===== config.mk =====
export PLATFORM = sky130hd
export DESIGN_NAME = wb_addr_decoder
export DESIGN_NICKNAME = d
export VERILOG_FILES = /design/src/soc_pkg.sv /design/src/wb_addr_decoder.sv
export SDC_FILE = /design/constraint.sdc
export NUM_CORES = 1
export LEC_CHECK = 0
export ABC_AREA = 1
export BUFFER_PORTS_ARGS = -buffer_cell sky130_fd_sc_hd__buf_2
export CORE_ASPECT_RATIO = 1.2
export CORE_MARGIN = 5
export CORE_UTILIZATION = 27
export DETAILED_ROUTE_END_ITERATION = 10
export PLACE_DENSITY = 0.78
export RECOVER_POWER = 100
export SYNTH_ARGS = -nofsm -noshare
export SYNTH_HDL_FRONTEND = slang
export SYNTH_SLANG_ARGS = --single-unit

===== constraint.sdc =====
create_clock -name clk -period 0.8 [get_ports clk]
set_input_delay 0 -clock clk [delete_from_list [all_inputs] [get_ports clk]]
set_output_delay 0 -clock clk [all_outputs]
set_load 0.005 [all_outputs]

===== src/soc_pkg.sv =====
package soc_pkg;

  // ========================================
  // bus widths
  // ========================================
  localparam int XLEN       = 32;
  localparam int SEL_W      = XLEN / 8;
  // data memory depth in words, 1 KiB
  localparam int DMEM_WORDS = 256;
  localparam int DMEM_AW    = $clog2(DMEM_WORDS);

  // ========================================
  // memory map
  // ========================================
  // top nibble of the address picks the region
  localparam int REGION_MSB = 31;
  localparam int REGION_LSB = 28;

  localparam logic [3:0] REGION_DMEM  = 4'h0;
  localparam logic [3:0] REGION_TIMER = 4'h2;
  localparam logic [3:0] REGION_GPIO  = 4'h3;

  // timer register offsets
  localparam logic [3:0] TIMER_MTIME_LO    = 4'h0;
  localparam logic [3:0] TIMER_MTIME_HI    = 4'h4;
  localparam logic [3:0] TIMER_MTIMECMP_LO = 4'h8;
  localparam logic [3:0] TIMER_MTIMECMP_HI = 4'hC;

  // gpio register offsets
  localparam logic [3:0] GPIO_OUT = 4'h0;
  localparam logic [3:0] GPIO_IN  = 4'h4;
  localparam logic [3:0] GPIO_DIR = 4'h8;

  // load/store width codes, same as rv32i funct3
  localparam logic [2:0] OP_B  = 3'b000;
  localparam logic [2:0] OP_H  = 3'b001;
  localparam logic [2:0] OP_W  = 3'b010;
  localparam logic [2:0] OP_BU = 3'b100;
  localparam logic [2:0] OP_HU = 3'b101;

  // bus master states
  typedef enum logic [1:0] {
    IDLE   = 2'd0,
    ACCESS = 2'd1,
    DONE   = 2'd2
  } mst_state_t;

  // byte-lane merge for register writes
  function automatic logic [XLEN-1:0] merge_bytes(input logic [XLEN-1:0]  old_v,
                                                  input logic [XLEN-1:0]  new_v,
                                                  input logic [SEL_W-1:0] sel);
    logic [XLEN-1:0] res;
    res = old_v;
    for (int b = 0; b < SEL_W; b++) begin
      if (sel[b]) res[8*b +: 8] = new_v[8*b +: 8];
    end
    return res;
  endfunction

endpackage


===== src/wb_addr_decoder.sv =====
`timescale 1ns/10ps

module wb_addr_decoder (
  input  logic                     clk,
  input  logic                     rst_n_i,
  // master side
  input  logic [soc_pkg::XLEN-1:0] m_adr_i,
  input  logic                     m_stb_i,
  input  logic                     m_cyc_i,
  output logic [soc_pkg::XLEN-1:0] m_dat_o,
  output logic                     m_ack_o,
  output logic                     m_err_o,
  // data memory
  output logic                     dmem_stb_o,
  input  logic [soc_pkg::XLEN-1:0] dmem_dat_i,
  input  logic                     dmem_ack_i,
  // machine timer
  output logic                     tmr_stb_o,
  input  logic [soc_pkg::XLEN-1:0] tmr_dat_i,
  input  logic                     tmr_ack_i,
  // gpio block
  output logic                     gpio_stb_o,
  input  logic [soc_pkg::XLEN-1:0] gpio_dat_i,
  input  logic                     gpio_ack_i
);

  logic [3:0] region;
  logic       active;
  logic       unmapped;
  logic       err_q;

  assign region = m_adr_i[soc_pkg::REGION_MSB:soc_pkg::REGION_LSB];
  assign active = m_cyc_i & m_stb_i;

  // ========================================
  // strobe decode
  // ========================================
  assign dmem_stb_o = active & (region == soc_pkg::REGION_DMEM);
  assign tmr_stb_o  = active & (region == soc_pkg::REGION_TIMER);
  assign gpio_stb_o = active & (region == soc_pkg::REGION_GPIO);
  assign unmapped   = active & ~(dmem_stb_o | tmr_stb_o | gpio_stb_o);

  // ========================================
  // return path
  // ========================================
  always_comb begin
    case (region)
      soc_pkg::REGION_DMEM: begin
        m_dat_o = dmem_dat_i;
        m_ack_o = dmem_ack_i;
      end
      soc_pkg::REGION_TIMER: begin
        m_dat_o = tmr_dat_i;
        m_ack_o = tmr_ack_i;
      end
      soc_pkg::REGION_GPIO: begin
        m_dat_o = gpio_dat_i;
        m_ack_o = gpio_ack_i;
      end
      // nothing lives here
      default: begin
        m_dat_o = '0;
        m_ack_o = 1'b0;
      end
    endcase
  end

  // unmapped access, one-cycle err pulse like a slave ack
  always_ff @(posedge clk or negedge rst_n_i) begin
    if (!rst_n_i) begin
      err_q <= 1'b0;
    end else begin
      err_q <= unmapped & ~err_q;
    end
  end

  assign m_err_o = err_q;

  a_stb_onehot : assert property (@(posedge clk) disable iff (!rst_n_i)
    $onehot0({dmem_stb_o, tmr_stb_o, gpio_stb_o}));

endmodule


==> summary.txt <==
Gp weighted congestion: 0.769
All-Layer GR Usage: 0.151
Vias in the first global route: 1696
Global-route wire length before repair: 7.42 mm
Syn nets: 306
Logic pwr share: 0.953
Hold Slack: 0.297 ns
Congestion Overflow GR: 0
Sw Share: 0.446
Avg Synthesized Cell Area: 6.64 sq um
IO Count: 172
Multi-input gate area: 0.00118 sq mm
Violated checks: setup timing
Register share of total power: 0.047
Row count: 25
Ant diodes: 0
Cell internal pwr: 655 uW
Setup TNS: -1.61 ns
Remaining antenna violation count: 0
Die H: 81.1 um
Routed wire per std cell: 17.1 um
Share of cells above drive strength 1: 0.789
Worst reg-to-reg setup slack: 0.18 ns
Kind of critical path: in2out
Worst path required time: 0.80 ns
Most common cell after layout, fill and taps aside: buf_2
Crit Reg-Reg Endpoint: m_err_o
Worst reg2reg startpoint: m_err_o
Total routed wirelength: 6.46 mm
Fmax: 1.14 GHz
Critical path arrival: 0.88 ns
Die area: 0.00561 sq mm
CP startpoint: m_adr_i[30]
DR vias/cell: 5.20
Core Area: 0.00400 sq mm
Residual DRC: 0
Leakage: 0.00136 uW
Finished Layout Cells: 377
Hold Path End: m_dat_o[26]
Most frequent cells in the layout: buf_2 (136), nand3_2 (70), nand3_1 (56)
Hold WC Path Type: in2out
Worst Tran Pin Value: 0.175 ns
Library cells used by synthesis: 16
Place WS: -0.0686 ns
Cells on worst reg2reg path: 3
Synth warnings: 0
Worst skew pair latency: 0 ns
Setup Skew: 0 ns
Max cap viols: 0
Nets: 460
Post-placement cell count: 357
Slowest cell on the critical path: clkbuf_16
Mapped cell area: 0.00114 sq mm
Relative max-transition margin: 0.883
Critical-path cell list: buf_6, nor2_4, buf_12, clkbuf_16, nand3_2, nand3_2, buf_6
First-pass DRT Iterations: 4
Status: complete, but fails checks
Starting Density: 0.284
Via count: 1959
Slew Limit Fails: 0
Final hold viol count: 0
Power share of the clock group: 0
VDD IR max: 0.248 mV
Initial DRC Count: 76
I/O Buffers: 143
Max incr delay on CP: 0.18 ns
Sequential Area: 25.0 sq um
Sequential area share after synthesis: 0.0220
Min Tclk post-route: 0.877 ns
Hold depth: 4
Worst path buffer plus inverter count: 4
Startpoint class of the critical path: input pin
Max reg flops: 1
Min-delay src: tmr_dat_i[26]
RSZ-0062 raised after global routing: true
Sw power: 528 uW
Worst setup EP type: output port
Syn-to-layout area delta: 128%
Cell family with most CP delay: buffers and inverters
Die Span X: 69.2 um
Largest net degree at the start of global routing: 35
Fillers: 365
Total power per unit cell area: 456 mW/mm^2
Hpwl dp: 3.70 mm
Setup ws final: -0.0771 ns
Flops & latches, synth: 1
Crit-path max FO: 8
Initial antenna violation count: 0
Post-Synthesis Cells: 171
Fin crit share: 1.10
Final setup vio count: 36
[metrics by stage]
step / power, uW / area (sq um) / utilization
CTS: 845 / 1900 / 0.475
global placement: 774 / 1820 / 0.454
global route: 1250 / 2590 / 0.648
finish: 1180 / 2590 / 0.648
floorplan: 428 / 1140 / -
detailed placement: 787 / 1820 / 0.454
[layer usage]
layer / vias to the layer above / part of all wire / track usage
met4: 0 / 0.016 / 0.0215
met3: 12 / 0.066 / 0.0297
met2: 99 / 0.54 / 0.296
met5: - / 0 / 0
li1: 934 / - / -
met1: 914 / 0.38 / 0.172
[how the worst max path moves through the flow]
| stage | to | slack (ns) | depth (start not counted) |
|---|---|---|---|
| 3_3_place_gp | m_dat_o[9] | -0.03 | 6 |
| 4_1_cts | m_dat_o[28] | -0.03 | 7 |
| 2_1_floorplan | m_err_o | 0.12 | 6 |
| 6_report | m_dat_o[11] | -0.08 | 7 |
| 3_5_place_dp | m_dat_o[19] | -0.07 | 6 |
| 5_1_grt | dmem_stb_o | -0.12 | 7 |
[Yosys cell counts]
cell	n	area [sq um]
buf_8	1	15.0
buf_4	3	22.5
nor2_4	3	33.8
nor2_1	3	11.3
nand2_1	6	22.5
nand2_2	2	12.5
buf_12	2	40.0
inv_4	1	6.26
clkbuf_8	8	110
nor2_2	1	6.26
inv_1	1	3.75
buf_6	6	67.6
nand3_1	113	566
inv_2	1	3.75
nand3_2	19	190
dfrtp_1	1	25.0
[what timing repair did]
action,CTS,global route
gates cloned,2,14
hold buffers,1,0
buffers inserted,2,1
pin swaps,0,22
endpoints found under the setup margin,30,37
gates resized for setup,3,78
hold endpoints to repair,1,0
[layout make-up]
| type | count | area share |
|---|---|---|
| timing repair buffer | 172 | 0.504 |
| multi-input combinational | 147 | 0.455 |
| tap | 54 | 0.0260 |
| sequential | 1 | 0.00964 |
| inverter | 3 | 0.00530 |
[logic make-up (layout without fill, tap and decap cells)]
group                  Yosys count  in the layout  synth area share
buffers and inverters           23            175             0.237
flip-flops                       1              1            0.0220
AND/OR/NAND/NOR                147            147             0.741
[tightest hold or removal path, stage by stage]
cell     delay [ns]
buf_2          0.08
nand3_1        0.06
nand3_1        0.06
buf_2          0.10
[power groups by stage]
stage | registers (uW) | clock network, uW | logic, uW
floorplan | 56.1 | 0 | 372
global placement | 55.7 | 0 | 718
detailed placement | 55.7 | 0 | 731
CTS | 55.7 | 0 | 789
global route | 56.0 | 0 | 1190
finish | 55.8 | 0 | 1130
Note: power is estimated with default switching activity, not from simulation.
