[src/soc_pkg.sv]
package soc_pkg;

  // ========================================
  // bus widths
  // ========================================
  localparam int XLEN       = 32;
  localparam int SEL_W      = XLEN / 8;
  // data memory depth in words, 1 KiB
  localparam int DMEM_WORDS = 256;
  localparam int DMEM_AW    = $clog2(DMEM_WORDS);

  // ========================================
  // memory map
  // ========================================
  // top nibble of the address picks the region
  localparam int REGION_MSB = 31;
  localparam int REGION_LSB = 28;

  localparam logic [3:0] REGION_DMEM  = 4'h0;
  localparam logic [3:0] REGION_TIMER = 4'h2;
  localparam logic [3:0] REGION_GPIO  = 4'h3;

  // timer register offsets
  localparam logic [3:0] TIMER_MTIME_LO    = 4'h0;
  localparam logic [3:0] TIMER_MTIME_HI    = 4'h4;
  localparam logic [3:0] TIMER_MTIMECMP_LO = 4'h8;
  localparam logic [3:0] TIMER_MTIMECMP_HI = 4'hC;

  // gpio register offsets
  localparam logic [3:0] GPIO_OUT = 4'h0;
  localparam logic [3:0] GPIO_IN  = 4'h4;
  localparam logic [3:0] GPIO_DIR = 4'h8;

  // load/store width codes, same as rv32i funct3
  localparam logic [2:0] OP_B  = 3'b000;
  localparam logic [2:0] OP_H  = 3'b001;
  localparam logic [2:0] OP_W  = 3'b010;
  localparam logic [2:0] OP_BU = 3'b100;
  localparam logic [2:0] OP_HU = 3'b101;

  // bus master states
  typedef enum logic [1:0] {
    IDLE   = 2'd0,
    ACCESS = 2'd1,
    DONE   = 2'd2
  } mst_state_t;

  // byte-lane merge for register writes
  function automatic logic [XLEN-1:0] merge_bytes(input logic [XLEN-1:0]  old_v,
                                                  input logic [XLEN-1:0]  new_v,
                                                  input logic [SEL_W-1:0] sel);
    logic [XLEN-1:0] res;
    res = old_v;
    for (int b = 0; b < SEL_W; b++) begin
      if (sel[b]) res[8*b +: 8] = new_v[8*b +: 8];
    end
    return res;
  endfunction

endpackage

[src/wb_master_ctrl.sv]
`timescale 1ns/10ps

module wb_master_ctrl (
  input  logic                     clk,
  input  logic                     rst_n_i,
  // processor memory port
  input  logic [soc_pkg::XLEN-1:0] proc_addr_i,
  input  logic [soc_pkg::XLEN-1:0] proc_wdata_i,
  input  logic                     proc_read_i,
  input  logic                     proc_write_i,
  input  logic [2:0]               proc_op_i,
  output logic [soc_pkg::XLEN-1:0] proc_rdata_o,
  output logic                     proc_stall_o,
  output logic                     proc_err_o,
  // wishbone master side
  output logic [soc_pkg::XLEN-1:0]  wb_adr_o,
  output logic [soc_pkg::XLEN-1:0]  wb_dat_o,
  output logic [soc_pkg::SEL_W-1:0] wb_sel_o,
  output logic                      wb_we_o,
  output logic                      wb_cyc_o,
  output logic                      wb_stb_o,
  input  logic [soc_pkg::XLEN-1:0]  wb_dat_i,
  input  logic                      wb_ack_i,
  input  logic                      wb_err_i
);

  soc_pkg::mst_state_t state_q;
  logic                      req;
  logic                      done_in;
  logic [soc_pkg::SEL_W-1:0] sel_c;
  logic [soc_pkg::XLEN-1:0]  wdat_c;
  logic [soc_pkg::XLEN-1:0]  lane_c;
  logic [soc_pkg::XLEN-1:0]  load_c;

  assign req     = proc_read_i | proc_write_i;
  assign done_in = wb_ack_i | wb_err_i;

  // ========================================
  // store lane steering
  // ========================================
  always_comb begin
    case (proc_op_i)
      soc_pkg::OP_B, soc_pkg::OP_BU: begin
        sel_c  = 4'b0001 << proc_addr_i[1:0];
        wdat_c = {4{proc_wdata_i[7:0]}};
      end
      soc_pkg::OP_H, soc_pkg::OP_HU: begin
        sel_c  = 4'b0011 << {proc_addr_i[1], 1'b0};
        wdat_c = {2{proc_wdata_i[15:0]}};
      end
      default: begin
        sel_c  = 4'b1111;
        wdat_c = proc_wdata_i;
      end
    endcase
  end

  // ========================================
  // load alignment and extension
  // ========================================
  // request fields are still held while ack is in flight
  always_comb begin
    lane_c = wb_dat_i >> {proc_addr_i[1:0], 3'b000};
    case (proc_op_i)
      soc_pkg::OP_B:  load_c = {{(soc_pkg::XLEN-8){lane_c[7]}}, lane_c[7:0]};
      soc_pkg::OP_BU: load_c = {{(soc_pkg::XLEN-8){1'b0}}, lane_c[7:0]};
      soc_pkg::OP_H:  load_c = {{(soc_pkg::XLEN-16){lane_c[15]}}, lane_c[15:0]};
      soc_pkg::OP_HU: load_c = {{(soc_pkg::XLEN-16){1'b0}}, lane_c[15:0]};
      default:        load_c = lane_c;
    endcase
  end

  // ========================================
  // cycle state machine
  // ========================================
  always_ff @(posedge clk or negedge rst_n_i) begin
    if (!rst_n_i) begin
      state_q    <= soc_pkg::IDLE;
      wb_cyc_o   <= 1'b0;
      wb_stb_o   <= 1'b0;
      proc_err_o <= 1'b0;
    end else begin
      case (state_q)
        soc_pkg::IDLE: begin
          if (req) begin
            state_q  <= soc_pkg::ACCESS;
            wb_cyc_o <= 1'b1;
            wb_stb_o <= 1'b1;
          end
        end
        soc_pkg::ACCESS: begin
          // hold the cycle until the slave or decoder terminates it
          if (done_in) begin
            state_q    <= soc_pkg::DONE;
            wb_cyc_o   <= 1'b0;
            wb_stb_o   <= 1'b0;
            proc_err_o <= wb_err_i;
          end
        end
        default: begin
          state_q    <= soc_pkg::IDLE;
          proc_err_o <= 1'b0;
        end
      endcase
    end
  end

  // request payload, latched at launch
  always_ff @(posedge clk) begin
    if (state_q == soc_pkg::IDLE && req) begin
      wb_adr_o <= {proc_addr_i[soc_pkg::XLEN-1:2], 2'b00};
      wb_dat_o <= wdat_c;
      wb_sel_o <= sel_c;
      wb_we_o  <= proc_write_i;
    end
    // read data captured on termination, zero on err
    if (state_q == soc_pkg::ACCESS && done_in) begin
      proc_rdata_o <= wb_err_i ? '0 : load_c;
    end
  end

  // stall until the done cycle
  assign proc_stall_o = req & (state_q != soc_pkg::DONE);

  // ========================================
  // checks
  // ========================================
  a_cyc_stb : assert property (@(posedge clk) disable iff (!rst_n_i)
    wb_cyc_o == wb_stb_o);
  a_no_rw : assert property (@(posedge clk) disable iff (!rst_n_i)
    !(proc_read_i && proc_write_i));
  a_ack_err : assert property (@(posedge clk) disable iff (!rst_n_i)
    !(wb_ack_i && wb_err_i));

endmodule

[config.mk]
export PLATFORM = sky130hd
export DESIGN_NAME = wb_master_ctrl
export DESIGN_NICKNAME = d
export VERILOG_FILES = /design/src/soc_pkg.sv /design/src/wb_master_ctrl.sv
export SDC_FILE = /design/constraint.sdc
export NUM_CORES = 1
export LEC_CHECK = 0
export ABC_AREA = 1
export BUFFER_PORTS_ARGS = -buffer_cell sky130_fd_sc_hd__buf_2
export CAP_MARGIN = 25
export CORE_MARGIN = 2
export CORE_UTILIZATION = 51
export CTS_CLUSTER_DIAMETER = 80
export DETAILED_ROUTE_END_ITERATION = 16
export PLACE_DENSITY = 0.95
export SYNTH_ARGS = -nofsm -noshare
export SYNTH_HDL_FRONTEND = slang
export SYNTH_SLANG_ARGS = --single-unit
[constraint.sdc]
create_clock -name clk -period 17.9 [get_ports clk]
set_input_delay 0.895 -clock clk [delete_from_list [all_inputs] [get_ports clk]]
set_output_delay 0.895 -clock clk [all_outputs]
set_load 0.005 [all_outputs]
==> impl.org <==
** Yosys
- Synth Area in Simple Gates :: 21.5%
- Compound-gate portion of the synthesized area :: 5.43%
- Mean post-synth cell area :: 11.4 um^2
- Of all cell types, the one taking the most synthesized area is sky130_fd_sc_hd__edfxtp_1.
- For this run, the register share of the synthesized area comes to between 60% and 70%.
- For this run, the leading register cell type out of synthesis is sky130_fd_sc_hd__edfxtp_1.
- Proportion of netlist area held by the largest area contributor :: 63.9%
- Async set or reset register ratio after synthesis :: 3.88%
- Yosys mapped a number of flops with a built-in enable equal to 99.
- Multiplexer area fraction after synthesis :: 0%
- Number of distinct library cell variants in the gate-level netlist after synthesis :: 28
- Area of the mapped netlist :: 0.00465 mm^2
- Summing the areas of all xor and xnor instances in the mapped netlist gives 0% of the synthesized area.
- Summing the areas of all fa, ha and maj instances in the mapped netlist gives 0% of the synthesized area.
- Synthesized instance count :: 409
- The synthesized design contains about 100 register bits.
- By area the synthesized netlist is led by sky130_fd_sc_hd__edfxtp_1 (64%), sky130_fd_sc_hd__nand2_1 (12%), sky130_fd_sc_hd__nand3_1 (3.3%).
- Main combinational cell family by area after synthesis :: simple AND/OR/NAND/NOR gates
- During synthesis, Yosys emitted a total of 0 warnings.

** Drt
- After detailed routing, the average wire length per cell comes to between 15 and 20 um.
- Drt first pass iters :: 5
- The routed layout has 3689 vias.
- Routed Antenna Nets :: 0
- Via density :: between 5 and 6
- Detailed-routing wirelength on met1 :: 4.29 mm
- For this run, design rule violations remaining after detail routing come to 0.
- In the detailed route, the total length drawn on met2 is 5.93 mm.
- Wires add up to 11.4 mm.
- Drt first-iter violations :: 213
- After detailed routing, the met3 layer carries 896 um of wire.
- The highest metal layer carrying signal wires in the routed design is met4.

** STA
- Worst setup skew after layout :: 18.8 ps
- Worst max-slew margin expressed relative to the limit :: 43.1%
- At the pin with the least slew margin, the transition time is 854 ps.
- Setup violations, final :: 0
- Final period util :: 12.9%
- Sum Neg Setup Slack :: 0 ps
- Highest Clock Rate :: 432 MHz
- Count of final max-slew check failures :: 0
- The final hold violation count is 0.
- After layout, the minimum clock period comes to 2320 ps.
- Setup repair after global routing missed its margin :: no

** Die
- The die covers 0.00990 mm^2.
- Io pins :: 210
- The core region is 0.00876 mm^2.
- Site row count :: 34
- Initial cell density of the core :: between 50% and 60%
- Measured along the y axis, the die boundary spans 99.5 um.
- The die is 99.5 um wide.

** Clocking
- Insertion delay to the later sink of the worst-skew pair :: 360 ps
- Level count of the clock H-tree :: 3
- CTS clk-pin slew, worst paths :: 90 ps
- The tree built by TritonCTS fans out to 103 sinks.
- The clock passes through at most 2 buffers.
- Post-CTS setup-driven buffer insertion count :: 0
- TritonCTS created 9 clock buffers.
- Post-CTS repair changed the size of 0 cells.
- TritonCTS built the clock tree.
- In this run the clock root is driven by a sky130_fd_sc_hd__clkbuf_8.
- Number of hold buffers added after CTS :: 0

** Place
- Post-DP HPWL :: 8.72 mm
- Number of buffers inserted by port buffering :: 207
- RePlAce Congestion :: between 0.8 and 0.9
- Number of cells after detailed placement :: between 700 and 800

** Power
- Leak Pwr :: roughly 2.8 nW
- Largest voltage drop on the vdd net :: ~0.000078 V
- Power spread over the standard cell area amounts to roughly 120 mW/mm^2.

** Critical path
- Req. time, crit path :: 17010 ps
- Along the worst path, the maximum fanout reaches 2.
- The setup path with the least slack is of type in -> out.
- Measured in cells, the most critical reg-to-reg path has a length of 2.
- In this run the critical register-to-register path is launched from state_q[1]$_DFFE_PN0P_.
- Reg-to-reg endpoint :: wb_adr_o[28]$_DFFE_PP_
- Data arrival time at the worst-slack endpoint :: around 1400 ps
- R2R setup slack :: 16180 ps
- STA classifies the critical path endpoint as an output pin.
- STA classifies the critical path startpoint as an input pin.

** GRT
- The number of antenna violations at the first check in global routing was 0.
- Largest net degree at the start of global routing :: 70
- The via count of the first global-routing pass came to around 3.6k.
- Wire length of the first global-routing pass :: 17.6 mm
- GR Util All Layers :: about 23%
- Global routing finished with a remaining overflow of 0.

** Finish
- Most common library cell in the layout ignoring fill and taps :: sky130_fd_sc_hd__buf_2
- Final Non-Filler Cells :: 718
- Diode insertion count for antenna repair :: 0
- Commonest cells after routing, fill and taps aside :: sky130_fd_sc_hd__buf_2 (207), sky130_fd_sc_hd__nand2_1 (150), sky130_fd_sc_hd__edfxtp_1 (99), sky130_fd_sc_hd__nand3_1 (31), sky130_fd_sc_hd__inv_1 (25)
- At the end of the flow, the number of nets in the layout was 710.
- Fraction of layout cells with a size suffix above 1 :: 43.0%
- Layout overhead on the synthesized area :: 26.4%

** Flow run
- The tool flagged a number of max-cap violations equal to 0.

** Hold path
- In this run the worst hold path is classified as in -> async.

** Status
- The flow ran to the end, and the final reports show no timing, DRC or antenna violations.
## routing by layer
layer | global-route usage [%] | vias to the layer above
li1 | - | 1773
met1 | 27.8 | 1719
met2 | 39.7 | 174
met3 | 5.34 | 23
met4 | 8.75 | 0
met5 | 0 | -
## worst max-delay path: stages
cell	delay [ps]
sky130_fd_sc_hd__buf_2	110
sky130_fd_sc_hd__nor2_1	220
sky130_fd_sc_hd__a21oi_1	60
sky130_fd_sc_hd__buf_2	130
## through the flow
step	total power (W)	instance area [um^2]	util, %	setup slack [ps]	hold WS [ps]
finish	0.000712	5880	67.1	15580	337
global route	0.000748	5880	67.1	15490	318
CTS	0.000719	5880	67.1	15560	324
detailed placement	0.000557	5650	64.5	15290	537
global placement	0.000546	5650	64.5	15360	507
floorplan	0.000467	4660	-	11760	515
## how the worst max path moves through the flow
stage	start	endpoint	slack [ps]	depth (start not counted)
floorplan	proc_write_i	wb_adr_o[10]$_DFFE_PP_	11760	2
global placement	proc_addr_i[0]	proc_rdata_o[16]$_SDFFCE_PP0P_	15360	8
detailed placement	proc_addr_i[0]	proc_rdata_o[19]$_SDFFCE_PP0P_	15290	8
CTS	proc_write_i	proc_stall_o	15560	4
global route	proc_addr_i[0]	proc_rdata_o[17]$_SDFFCE_PP0P_	15490	8
finish	proc_write_i	proc_stall_o	15580	4
## synthesized netlist by cell type, types with 2 or more instances
| cell type | n |
|---|---|
| sky130_fd_sc_hd__a21oi_2 | 8 |
| sky130_fd_sc_hd__a31oi_1 | 7 |
| sky130_fd_sc_hd__buf_12 | 2 |
| sky130_fd_sc_hd__buf_2 | 8 |
| sky130_fd_sc_hd__buf_4 | 6 |
| sky130_fd_sc_hd__buf_6 | 5 |
| sky130_fd_sc_hd__clkbuf_1 | 4 |
| sky130_fd_sc_hd__dfrtp_1 | 4 |
| sky130_fd_sc_hd__edfxtp_1 | 99 |
| sky130_fd_sc_hd__inv_1 | 25 |
| sky130_fd_sc_hd__inv_2 | 3 |
| sky130_fd_sc_hd__nand2_1 | 150 |
| sky130_fd_sc_hd__nand2_4 | 2 |
| sky130_fd_sc_hd__nand3_1 | 31 |
| sky130_fd_sc_hd__nand3_2 | 14 |
| sky130_fd_sc_hd__nand3_4 | 3 |
| sky130_fd_sc_hd__nor2_1 | 7 |
| sky130_fd_sc_hd__nor2_4 | 3 |
| sky130_fd_sc_hd__o211ai_1 | 5 |
| sky130_fd_sc_hd__o21ai_0 | 8 |
| sky130_fd_sc_hd__o21ai_1 | 8 |
## flip-flops by register name, summed over array words and instances, names as in the netlist
register	flops
wb_sel_o	4
wb_adr_o	30
wb_dat_o	32
proc_err_o	1
wb_we_o	1
proc_rdata_o	32
wb_stb_o	1
state_q	2
## layout make-up
type,instances,area [um^2]
Clock buffer,10,128
Clock inverter,6,98.8
Fill cell,688,2880
Inverter,30,128
Multi-Input combinational cell,252,1270
Sequential cell,103,3070
Tap cell,108,135
Timing Repair Buffer,209,1050
## power by group
| group | total [W] | leakage [nW] | internal [W] | switching (W) |
|---|---|---|---|---|
| clock network | 0.000163 | 0.111 | 0.0000814 | 0.0000817 |
| logic | 0.000172 | 1.74 | 0.0000651 | 0.000107 |
| registers | 0.000377 | 0.996 | 0.000358 | 0.0000188 |
## cells by family (layout without fill, tap and decap cells)
| logic type | after synthesis | count (layout) |
|---|---|---|
| AO/OA/AOI/OAI | 39 | 39 |
| buffers and inverters | 55 | 255 |
| flip-flops | 103 | 103 |
| other | 1 | 2 |
| AND/OR/NAND/NOR | 211 | 211 |
(Power assumes the default switching activity.)
