### config.mk
export PLATFORM = sky130hd
export DESIGN_NAME = wb_mtimer
export DESIGN_NICKNAME = d
export VERILOG_FILES = /design/src/soc_pkg.sv /design/src/wb_mtimer.sv
export SDC_FILE = /design/constraint.sdc
export NUM_CORES = 1
export LEC_CHECK = 0
export ABC_AREA = 1
export BUFFER_PORTS_ARGS = -buffer_cell sky130_fd_sc_hd__buf_2
export CAP_MARGIN = 25
export CORE_MARGIN = 4
export CORE_UTILIZATION = 50
export CTS_BUF_LIST = sky130_fd_sc_hd__clkbuf_4 sky130_fd_sc_hd__clkbuf_8 sky130_fd_sc_hd__clkbuf_16
export DETAILED_ROUTE_END_ITERATION = 8
export PLACE_DENSITY = 0.69
export SLEW_MARGIN = 20
export SYNTH_ARGS = -nofsm -noshare
export SYNTH_HDL_FRONTEND = slang
export SYNTH_SLANG_ARGS = --single-unit
### constraint.sdc
create_clock -name clk -period 3.4 [get_ports clk]
set_input_delay 0.34 -clock clk [delete_from_list [all_inputs] [get_ports clk]]
set_output_delay 0.34 -clock clk [all_outputs]
set_load 0.01 [all_outputs]
### src/soc_pkg.sv
package soc_pkg;

  // ========================================
  // bus widths
  // ========================================
  localparam int XLEN       = 32;
  localparam int SEL_W      = XLEN / 8;
  // data memory depth in words, 1 KiB
  localparam int DMEM_WORDS = 256;
  localparam int DMEM_AW    = $clog2(DMEM_WORDS);

  // ========================================
  // memory map
  // ========================================
  // top nibble of the address picks the region
  localparam int REGION_MSB = 31;
  localparam int REGION_LSB = 28;

  localparam logic [3:0] REGION_DMEM  = 4'h0;
  localparam logic [3:0] REGION_TIMER = 4'h2;
  localparam logic [3:0] REGION_GPIO  = 4'h3;

  // timer register offsets
  localparam logic [3:0] TIMER_MTIME_LO    = 4'h0;
  localparam logic [3:0] TIMER_MTIME_HI    = 4'h4;
  localparam logic [3:0] TIMER_MTIMECMP_LO = 4'h8;
  localparam logic [3:0] TIMER_MTIMECMP_HI = 4'hC;

  // gpio register offsets
  localparam logic [3:0] GPIO_OUT = 4'h0;
  localparam logic [3:0] GPIO_IN  = 4'h4;
  localparam logic [3:0] GPIO_DIR = 4'h8;

  // load/store width codes, same as rv32i funct3
  localparam logic [2:0] OP_B  = 3'b000;
  localparam logic [2:0] OP_H  = 3'b001;
  localparam logic [2:0] OP_W  = 3'b010;
  localparam logic [2:0] OP_BU = 3'b100;
  localparam logic [2:0] OP_HU = 3'b101;

  // bus master states
  typedef enum logic [1:0] {
    IDLE   = 2'd0,
    ACCESS = 2'd1,
    DONE   = 2'd2
  } mst_state_t;

  // byte-lane merge for register writes
  function automatic logic [XLEN-1:0] merge_bytes(input logic [XLEN-1:0]  old_v,
                                                  input logic [XLEN-1:0]  new_v,
                                                  input logic [SEL_W-1:0] sel);
    logic [XLEN-1:0] res;
    res = old_v;
    for (int b = 0; b < SEL_W; b++) begin
      if (sel[b]) res[8*b +: 8] = new_v[8*b +: 8];
    end
    return res;
  endfunction

endpackage

### src/wb_mtimer.sv
`timescale 1ns/10ps

module wb_mtimer (
  input  logic                      clk,
  input  logic                      rst_n_i,
  input  logic [soc_pkg::XLEN-1:0]  adr_i,
  input  logic [soc_pkg::XLEN-1:0]  dat_i,
  input  logic [soc_pkg::SEL_W-1:0] sel_i,
  input  logic                      we_i,
  input  logic                      stb_i,
  output logic [soc_pkg::XLEN-1:0]  dat_o,
  output logic                      ack_o,
  output logic                      mtip_o
);

  logic [63:0] mtime;
  logic [63:0] mtimecmp;
  logic [3:0]  offs;
  logic        access;
  logic        wr;

  assign offs   = adr_i[3:0];
  assign access = stb_i & ~ack_o;
  assign wr     = access & we_i;

  // ========================================
  // counter, compare and interrupt
  // ========================================
  always_ff @(posedge clk or negedge rst_n_i) begin
    if (!rst_n_i) begin
      mtime    <= '0;
      // all ones keeps mtip low out of reset
      mtimecmp <= '1;
      mtip_o   <= 1'b0;
      ack_o    <= 1'b0;
    end else begin
      ack_o  <= access;
      mtip_o <= (mtime >= mtimecmp);
      // free running
      mtime  <= mtime + 64'd1;
      // a bus write overrides the half it targets
      if (wr && offs == soc_pkg::TIMER_MTIME_LO) begin
        mtime[31:0] <= soc_pkg::merge_bytes(mtime[31:0], dat_i, sel_i);
      end
      if (wr && offs == soc_pkg::TIMER_MTIME_HI) begin
        mtime[63:32] <= soc_pkg::merge_bytes(mtime[63:32], dat_i, sel_i);
      end
      if (wr && offs == soc_pkg::TIMER_MTIMECMP_LO) begin
        mtimecmp[31:0] <= soc_pkg::merge_bytes(mtimecmp[31:0], dat_i, sel_i);
      end
      if (wr && offs == soc_pkg::TIMER_MTIMECMP_HI) begin
        mtimecmp[63:32] <= soc_pkg::merge_bytes(mtimecmp[63:32], dat_i, sel_i);
      end
    end
  end

  // ========================================
  // read mux
  // ========================================
  always_ff @(posedge clk) begin
    if (access) begin
      case (offs)
        soc_pkg::TIMER_MTIME_LO:    dat_o <= mtime[31:0];
        soc_pkg::TIMER_MTIME_HI:    dat_o <= mtime[63:32];
        soc_pkg::TIMER_MTIMECMP_LO: dat_o <= mtimecmp[31:0];
        soc_pkg::TIMER_MTIMECMP_HI: dat_o <= mtimecmp[63:32];
        default:                    dat_o <= '0;
      endcase
    end
  end

endmodule

==> impl_metrics.json, run 1 <==
{
  "netlist_area_um2": 11200,
  "finClkSkew_ns": 0.00930,
  "cp_data_arrival_time_ns": 2.81,
  "hold_class": "input port to flop",
  "rr_worst_depth": 5,
  "leakagePower_nw": 5.53,
  "clk_pin_slew_ns": 0.07,
  "min_period_ns": 2.47,
  "first_global_vias": 10071,
  "routed_via_density": 5.58,
  "p_comb_share_pct": 27.1,
  "die_h_um": 158,
  "nNetsFinal": 1754,
  "ant_nets": 0,
  "internal_power_mw": 3.89,
  "ioPinCount": 106,
  "synth_warnings": 0,
  "port_buffers": 77,
  "sw_frac_of_total_pct": 38.1,
  "cp-end-kind": "flop",
  "areaGrowthSynthToFinish_pct": 10.9,
  "hold_depth": 3,
  "core_um2": 22000,
  "final_cell_mix": "nand2_1, inv_1, nor2_1",
  "drc": 0,
  "synthArstFlopShare_pct": 80.2,
  "synth_top_flop_cell": "dfrtp_1",
  "crit_fanout": 16,
  "cts_buffer_depth": 2,
  "detail_route.wl_per_cell_um": 19.2,
  "synth_nets": 1687,
  "setup_tns_ns": 0,
  "overflow": 0,
  "setup_viol": 0,
  "finalWeightedCongestion": 1.02,
  "clock_power_share_pct": 30.0,
  "diodes": 0,
  "drive_above_1_share_pct": 15.4,
  "synth-edff-count": 32,
  "wirelength_mm": 36.8,
  "dp_hpwl_mm": 27.9,
  "vias": 10660,
  "rsz0062_at_grt": "no",
  "die-area_um2": 24900,
  "clock_latency_ns": 0.44,
  "ir_drop_uv": 263,
  "r2r_start": "ack_o",
  "cts_tree": "done",
  "grt_usage_pct": 30.1,
  "grt_max_degree": 70,
  "power_density_nw_per_um2": 505,
  "post-place-ws_ns": 1.10,
  "holdPathEnd": "mtimecmp[9]",
  "tightestPinTransition_ns": 0.883,
  "cts_resized": 0,
  "synthCells": 1550,
  "startpoint_type": "flop",
  "numCtsBuffers": 17,
  "timing.fmax_ghz": 0.405,
  "r2r_end": "mtimecmp[48]",
  "die_x_um": 158,
  "seq_power_share_pct": 42.9,
  "seq_area_frac_synth_pct": 38.2,
  "cts_root_buffer": "clkbuf_16",
  "final_common_cell": "nand2_1",
  "drv_slew": 0,
  "ff2ff_setup_slack_ns": 0.93,
  "grt_pass1_wl_mm": 57.0,
  "row_count": 54,
  "antenna_found_initial": 1,
  "path_class": "flop to flop",
  "hold_viol_final": 0,
  "cap_violations": 0,
  "worstPathRequired_ns": 3.74,
  "avgSynthCellArea_um2": 7.24,
  "synth.ff_latch_count": 162,
  "status": "completed",
  "clkSinkCount": 162,
  "initial_core_util_pct": 51.1,
  "fin_ws_ns": 0.932,
  "drt-initial-drc-count": 944,
  "drt_pass1_iterations": 5,
  "htree_num_levels": 4,
  "min_period_over_period_pct": 72.6,
  "min_from": "dat_i[9]",
  "slew_headroom_pct": 41.1,
  "finalPower_mw": 6.29,
  "fillers": 2102,
  "synth_cell_type_count": 39,
  "p_switching_mw": 2.40
}
## what timing repair did
item,4_1_cts,5_1_grt
setup buffers,0,0
hold buffers,1,0
hold endpoints to repair,36,0
## cell usage after synthesis, types with 4 or more instances
| cell | count | area share, % |
|---|---|---|
| dfstp_2 | 64 | 15 |
| clkbuf_1 | 22 | 0.74 |
| o21bai_1 | 4 | 0.27 |
| nor2_1 | 147 | 4.9 |
| nand3_4 | 4 | 0.62 |
| edfxtp_1 | 32 | 8.6 |
| nand3_1 | 99 | 4.4 |
| nand2_1 | 503 | 17 |
| nand4_1 | 12 | 0.67 |
| nor3_1 | 8 | 0.36 |
| o2111ai_1 | 14 | 1.1 |
| o221ai_1 | 11 | 0.86 |
| inv_2 | 4 | 0.13 |
| dfrtp_1 | 66 | 15 |
| o21ai_2 | 32 | 2.5 |
| o22ai_1 | 18 | 1.0 |
| xor2_1 | 14 | 1.1 |
| buf_2 | 8 | 0.36 |
| nor2_2 | 6 | 0.33 |
| o211ai_1 | 17 | 1.1 |
| buf_6 | 5 | 0.50 |
| ha_1 | 65 | 7.2 |
| nor2_4 | 6 | 0.60 |
| a21oi_1 | 31 | 1.4 |
| buf_1 | 4 | 0.13 |
| o221ai_2 | 10 | 1.3 |
| o21ai_0 | 88 | 3.9 |
| o21ai_1 | 7 | 0.31 |
| inv_1 | 230 | 7.7 |
| nand3b_1 | 4 | 0.27 |
## metal layers
layer | up-vias | part of all wire, % | track usage [%]
met4 | 2 | 2.4 | 9.01
met2 | 410 | 44 | 45.9
met3 | 66 | 9.0 | 7.82
met5 | - | 0.035 | 0
met1 | 5020 | 44 | 42.3
li1 | 5162 | - | -
## layout make-up
| cell class | instances | area, µm² | area share (%) |
|---|---|---|---|
| Clock buffer | 17 | 425 | 3.42 |
| Clock inverter | 15 | 124 | 0.995 |
| Tap cell | 280 | 350 | 2.81 |
| Sequential cell | 162 | 4290 | 34.5 |
| Inverter | 234 | 878 | 7.05 |
| Multi-Input combinational cell | 1115 | 5880 | 47.2 |
| Timing Repair Buffer | 87 | 502 | 4.03 |
## how the worst max path moves through the flow
stage                        start            to  slack (ns)  depth (start not counted)
after global placement    adr_i[3]     mtime[34]        1.14                          9
after floorplan              ack_o      dat_o[0]        1.15                          1
after detailed placement  adr_i[3]     mtime[34]        1.10                          9
after CTS                    ack_o  mtimecmp[53]        1.10                          5
after global routing         ack_o  mtimecmp[48]        0.77                          5
final                        ack_o  mtimecmp[48]        0.93                          5
## sequential cells by signal, indices dropped and copies added, names as in the netlist
name      count
mtimecmp     64
dat_o        32
mtime        64
ack_o         1
mtip_o        1
## through the flow
stage / instance area [µm²] / cells / hold slack [ns] / util (%)
floorplan: 11200 / 1550 / 0.0444 / -
global placement: 11900 / 1876 / 0.401 / 54.0
detailed placement: 11900 / 1877 / 0.406 / 54.2
CTS: 12500 / 1910 / 0.135 / 56.7
global route: 12500 / 1910 / 0.142 / 56.7
finish: 12500 / 1910 / 0.140 / 56.7
## logic make-up (layout without fill, tap and decap cells)
kind of cell               count (synthesis)  count (layout)  share of synthesized area [%]
and+or+nand+nor                          795             795                           29.4
buffers and inverters                    273             353                           9.55
AOI/OAI and AO/OA                        237             237                           14.1
DFF                                      162             162                           38.2
adders and majority gates                 65              65                           7.24
xor gates and xnor gates                  17              17                           1.33
muxes                                      1               1                         0.0892
## critical path: stages, from the launching register on
cell and delay [ns]:
dfrtp_1 0.41, inv_1 0.06, nand3_1 0.20, nor2_1 0.69, nand2_1 0.64, o21ai_0 0.36
## power groups by stage
stage	registers [mW]	clock network, mW	logic [mW]
2_1_floorplan	2.59	0	1.20
3_5_place_dp	2.72	0	1.67
3_3_place_gp	2.72	0	1.62
6_report	2.70	1.89	1.70
4_1_cts	2.69	1.90	1.68
5_1_grt	2.74	1.98	1.95
No activity file was read; power rests on OpenSTA's default activity.
==> inputs of run 2 (changes only) <==
--- a/config.mk
+++ b/config.mk
@@ -12,7 +12,7 @@
 export CORE_UTILIZATION = 50
 export CTS_BUF_LIST = sky130_fd_sc_hd__clkbuf_4 sky130_fd_sc_hd__clkbuf_8 sky130_fd_sc_hd__clkbuf_16
 export DETAILED_ROUTE_END_ITERATION = 8
-export PLACE_DENSITY = 0.69
+export PLACE_DENSITY = 0.72
 export SLEW_MARGIN = 20
 export SYNTH_ARGS = -nofsm -noshare
 export SYNTH_HDL_FRONTEND = slang
==> constraint.sdc (replaced) <==
create_clock -name clk -period 2 [get_ports clk]
set_input_delay 0.2 -clock clk [delete_from_list [all_inputs] [get_ports clk]]
set_output_delay 0.2 -clock clk [all_outputs]
set_load 0.01 [all_outputs]
==> run 2 against run 1 <==
  * Hold slack got worse by 0.13 ns
  * Sequential cell count unchanged
  * Sequential share of layout area decreased by 1.6 points
  * Register-to-register slack got worse by 0.86 ns
  * Clock power increased by 100%
  * Non-clock buffer count increased by 57
  * Clock skew about the same
  * Cell count increased by 3.0%
  * Global-route usage increased by 0.72 points
  * Final area increased by 4.9%
  * Critical path type unchanged
==> impl_metrics.json, run 2 (same netlist as run 1, synthesis figures left out) <==
{
  "status": "completed",
  "overflow": 0,
  "leakagePower_nw": 5.87,
  "final_util_pct": 59.5,
  "nNetsFinal": 1811,
  "fillers": 2092,
  "first_global_vias": 10451,
  "grt_pass1_wl_mm": 58.9,
  "grt_usage_pct": 30.8,
  "cap_violations": 0,
  "final_cell_mix": "nand2_1, inv_1, nor2_1",
  "reg_top3": "mtime: 64 flops, mtimecmp: 64 flops, dat_o: 32 flops",
  "port_buffers": 77,
  "cp_common_cell": "nand2_1",
  "clkSinkCount": 162,
  "min_period_ns": 1.93,
  "post_cts_buffers": 0,
  "path_class": "flop to flop",
  "ioPinCount": 106,
  "min_period_over_period_pct": 96.5,
  "row_count": 54,
  "dp_hpwl_mm": 28.9,
  "rsz0062_at_grt": "no",
  "finalNonFillerCells": 1967,
  "htree_num_levels": 4,
  "slew_headroom_pct": 44.8,
  "drt-initial-drc-count": 1130,
  "ir_drop_uv": 484,
  "cts_root_buffer": "clkbuf_16",
  "drt_pass1_iterations": 7,
  "antenna_found_initial": 0,
  "cts_tree": "done",
  "routed_via_density": 5.61,
  "detail_route.wl_per_cell_um": 19.2,
  "die_x_um": 158,
  "cp_data_arrival_time_ns": 2.26,
  "numCtsBuffers": 17,
  "finClkSkew_ns": 0.00903,
  "initial_core_util_pct": 51.1,
  "startpoint_type": "flop",
  "path_buf_inv": 0,
  "ant_nets": 0,
  "power_density_nw_per_um2": 884,
  "area.sequential_um2": 4300,
  "cts_buffer_depth": 2,
  "path_delay_family": "simple AND/OR/NAND/NOR gates",
  "die_h_um": 158,
  "slowest_stage": "dfrtp_1",
  "setup_viol": 0,
  "clock_latency_ns": 0.44,
  "multi_input_area_um2": 5920,
  "grt_max_degree": 77,
  "max_stage_delay_ns": 0.46,
  "clk_pin_slew_ns": 0.07,
  "wirelength_mm": 37.8,
  "setup_tns_ns": 0,
  "finalWeightedCongestion": 1.02,
  "drive_above_1_share_pct": 19.2,
  "die-area_um2": 24900,
  "drv_slew": 0,
  "hold_class": "input port to flop",
  "diodes": 0,
  "hold_viol_final": 0,
  "cp-end-kind": "flop",
  "timing.fmax_ghz": 0.518,
  "final_common_cell": "nand2_1",
  "vias": 11031,
  "placed_cells": 1932,
  "crit_chain": "nand2_1, nor2_2, nand2_1, nor2_4, nand2_1, o21ai_1, nand3_1, nand2_1, nand2_1",
  "core_um2": 22000,
  "crit_fanout": 6,
  "worstPathRequired_ns": 2.33,
  "tightestPinTransition_ns": 0.828,
  "areaGrowthSynthToFinish_pct": 16.4,
  "drc": 0
}
run 2: what timing repair did:
item	4_1_cts	5_1_grt
resized for setup	1	19
hold endpoints to repair	50	0
setup endpoints to repair	1	17
hold buffers	3	0
cloned	0	0
run 2: tightest hold or removal path, cell delays in order:
cell and delay (ns):
buf_2 0.10, inv_1 0.07, o21ai_2 0.06
run 2: layout make-up:
type                            instances  area share (%)
Sequential cell                       162            32.9
Timing Repair Buffer                  144            7.16
Inverter                              234            6.72
Clock inverter                         12            1.76
Multi-Input combinational cell       1115            45.3
Clock buffer                           20            3.43
Tap cell                              280            2.68
run 2: through the flow:
stage          hold WS [ns]  total power [mW]  setup WS [ns]  cell area (µm²)
2_1_floorplan       -0.0956              6.45          0.289            11200
3_3_place_gp          0.242              7.52         0.0933            12300
3_5_place_dp          0.243              7.61         0.0722            12300
4_1_cts            0.000478              11.5         0.0555            13000
5_1_grt             0.00228              12.2       0.000371            13100
6_report            0.00530              11.6         0.0703            13100
run 2: final timing paths:
kind,from,to,slack (ns),cells past startpoint
max in group asynchronous,rst_n_i,mtime[16],0.98,3
max,mtime[6],mtime[62],0.07,9
min in group asynchronous,rst_n_i,mtimecmp[44],0.35,2
min reg2reg,mtimecmp[19],mtimecmp[19],0.48,2
min,dat_i[16],mtimecmp[16],0.005,3
max reg2reg,mtime[6],mtime[62],0.07,9
run 2: power by group:
group / internal, mW / switching, mW / leakage (nW)
Clock: 2.40 / 1.47 / 0.326
Sequential: 3.94 / 0.579 / 1.75
Combinational: 1.18 / 1.98 / 3.79
run 2: routing by layer:
metal | wire, µm | track usage (%)
met5 | 0 | 0
met4 | 594 | 6.88
met3 | 2730 | 4.21
met2 | 17200 | 48.8
met1 | 17300 | 45.2
==> inputs of run 3 (changes only) <==
--- a/config.mk
+++ b/config.mk
@@ -5,7 +5,7 @@
 export SDC_FILE = /design/constraint.sdc
 export NUM_CORES = 1
 export LEC_CHECK = 0
-export ABC_AREA = 1
+export ABC_AREA = 0
 export BUFFER_PORTS_ARGS = -buffer_cell sky130_fd_sc_hd__buf_2
 export CAP_MARGIN = 25
 export CORE_MARGIN = 4
==> run 3 against run 2 <==
  * The run now ends with negative setup slack left
  * Combinational power increased by 20%
  * Hold slack improved by 0.058 ns
  * Clock power decreased by 12%
  * Sequential cell count unchanged
  * Sequential share of layout area decreased by 1.1 points
  * Total power increased by 0.98%
  * Critical path type unchanged
  * Maximum frequency decreased by 14%
  * Die area decreased by 11%
  * Critical endpoint is now mtip_o
  * Non-clock buffer count increased by 153
  * Via count decreased by 12%
  * Synthesized cell count decreased by 37%
  * First-iteration DRC count decreased by 3.2%
==> impl_metrics.json, run 3 <==
{
  "tightestPinTransition_ns": 0.651,
  "drv_slew": 0,
  "hold_depth": 2,
  "setup_viol": 21,
  "dr_wl_met3_mm": 2.45,
  "clock_power_share_pct": 29.3,
  "reg_top3": "mtime: 64 flops, mtimecmp: 64 flops, dat_o: 32 flops",
  "cp-end-kind": "flop",
  "synth_area_leaders": "dfstp_2, dfrtp_1, edfxtp_1",
  "p_switching_mw": 3.82,
  "cts_buffer_depth": 2,
  "areaGrowthSynthToFinish_pct": 36.9,
  "hold_viol_final": 0,
  "power_density_nw_per_um2": 862,
  "synth_nets": 1118,
  "placed_cells": 1468,
  "clk_pin_slew_ns": 0.07,
  "synth_top_area_cell": "dfstp_2",
  "routed_via_density": 6.30,
  "min_period_ns": 2.24,
  "fin_ws_ns": -0.240,
  "antenna_found_initial": 0,
  "drc": 0,
  "p_comb_share_pct": 32.6,
  "startpoint_type": "flop",
  "routedLengthMet1_mm": 13.7,
  "top_layer": "met4",
  "path_class": "flop to flop",
  "grt_max_degree": 48,
  "final_common_cell": "buf_4",
  "detailroute.wirelength.met2_mm": 15.7,
  "final_cell_mix": "buf_4, buf_2, inv_1",
  "worstPathRequired_ns": 2.32,
  "synth_warnings": 0,
  "synthArstFlopShare_pct": 80.2,
  "die-area_um2": 22100,
  "dp_hpwl_mm": 22.8,
  "seq_area_frac_synth_pct": 43.5,
  "port_buffers": 77,
  "die_h_um": 149,
  "synth.ff_latch_count": 162,
  "violations": "negative setup slack",
  "drt_pass1_iterations": 5,
  "hold_class": "input port to flop",
  "post-place-ws_ns": -0.283,
  "seq_power_share_pct": 38.1,
  "initial_core_util_pct": 50.7,
  "htree_num_levels": 4,
  "cp_data_arrival_time_ns": 2.56,
  "drive_above_1_share_pct": 45.9,
  "synth-edff-count": 32,
  "rsz0062_at_grt": "yes",
  "final_util_pct": 69.5,
  "first_global_vias": 9513,
  "rr_worst_depth": 8,
  "ant_nets": 0,
  "synthCells": 981,
  "core_um2": 19500,
  "row_count": 51,
  "cts_tree": "done",
  "netlist_area_um2": 9870,
  "grt_usage_pct": 29.2,
  "detail_route.wl_per_cell_um": 21.4,
  "finalNonFillerCells": 1533,
  "timing.fmax_ghz": 0.446,
  "synth_top_area_share_pct": 17.0,
  "internal_power_mw": 7.85,
  "setup_tns_ns": -1.49,
  "numCtsBuffers": 17,
  "overflow": 0,
  "avgSynthCellArea_um2": 10.1,
  "ioPinCount": 106,
  "synth_cell_type_count": 66,
  "cts_root_buffer": "clkbuf_16",
  "ir_drop_uv": 638,
  "diodes": 0,
  "crit_fanout": 4,
  "drt-initial-drc-count": 1094,
  "cap_violations": 0,
  "sw_frac_of_total_pct": 32.7,
  "grt_pass1_wl_mm": 50.9,
  "clock_latency_ns": 0.44,
  "synth_top_flop_cell": "dfrtp_1",
  "vias": 9657,
  "finalWeightedCongestion": 0.970,
  "die_x_um": 149,
  "hold_ws_ns": 0.0634,
  "wirelength_mm": 32.9,
  "clkSinkCount": 162,
  "min_period_over_period_pct": 112,
  "finClkSkew_ns": 0.00850,
  "slew_headroom_pct": 56.1,
  "synthTopCellsByCount": "inv_1, nor2_1, dfrtp_1, ha_1, nand2_1",
  "status": "finished with violations",
  "nNetsFinal": 1392,
  "leakagePower_nw": 5.82
}
-- run 3: cell types whose count changed after synthesis, sizes merged, moves of 26 or more --
| cell | change |
|---|---|
| nand2 | -441 |
| inv | -160 |
| o21ai | -93 |
| nor2 | -85 |
| nand3 | -66 |
| mux2 | +64 |
| a221o | +33 |
| a22o | +32 |
| a21oi | +26 |
-- run 3: what timing repair did --
item | 4_1_cts | 5_1_grt
gates cloned | 1 | 0
resized for setup | 50 | 103
hold buffers | 1 | 0
pin swaps | 19 | 64
endpoints found under the hold margin | 12 | 0
buffers inserted | 13 | 19
endpoints found under the setup margin | 38 | 48
-- run 3: cells by family (layout without fill, tap and decap cells) --
logic type / after synthesis / count (layout) / synth area share [%]
AO/OA/AOI/OAI: 264 / 264 / 19.6
XOR/XNOR: 1 / 1 / 0.0887
adder cells (fa/ha/maj): 65 / 65 / 8.24
buffers and inverters: 117 / 403 / 5.00
flip-flops: 162 / 162 / 43.5
multiplexers: 67 / 67 / 7.60
AND/OR/NAND/NOR: 305 / 306 / 16.0
-- run 3: layer usage --
| layer | up-vias | GRT usage [%] |
|---|---|---|
| li1 | 4284 | - |
| met1 | 4766 | 40.5 |
| met2 | 520 | 47.1 |
| met3 | 87 | 3.90 |
| met4 | 0 | 10.5 |
| met5 | - | 0 |
-- run 3: metrics by stage --
stage               total power [mW]  area [µm²]
detailed placement              7.71       12000
CTS                             11.3       12900
floorplan                       6.11        9980
global placement                7.57       12000
finish                          11.7       13500
global route                    12.2       13500
-- run 3: path summary, 6_finish.rpt --
check,from,to,slack [ns]
max,mtime[0],mtip_o,-0.24
min,dat_i[4],mtime[36],0.06
max reg2reg,mtime[0],mtip_o,-0.24
min reg2reg,mtime[63],mtime[63],0.56
max in group asynchronous,rst_n_i,mtimecmp[50],0.97
min in group asynchronous,rst_n_i,mtime[0],0.31
-- run 3: critical path: stages (launching register included) --
cell,delay (ns)
dfrtp_1,0.41
inv_1,0.12
ha_4,0.21
nand2b_4,0.14
a2111oi_4,0.37
nor4_2,0.09
or4b_4,0.52
a31oi_1,0.18
o21ai_1,0.07
-- run 3: final cells by class --
type	count	area, µm²
inverters	74	278
flip-flops and latches	162	4300
clock inverters	13	160
repair buffers	297	2170
well taps	265	332
fillers	1419	5940
clock buffers	19	447
multi-input cells	703	5840
-- run 3: power by group through the flow --
stage / combinational (mW) / clock [mW] / sequential (mW)
2_1_floorplan: 1.63 / 0 / 4.48
3_3_place_gp: 3.15 / 0 / 4.42
3_5_place_dp: 3.26 / 0 / 4.45
4_1_cts: 3.48 / 3.44 / 4.40
5_1_grt: 4.13 / 3.58 / 4.50
6_report: 3.80 / 3.42 / 4.45
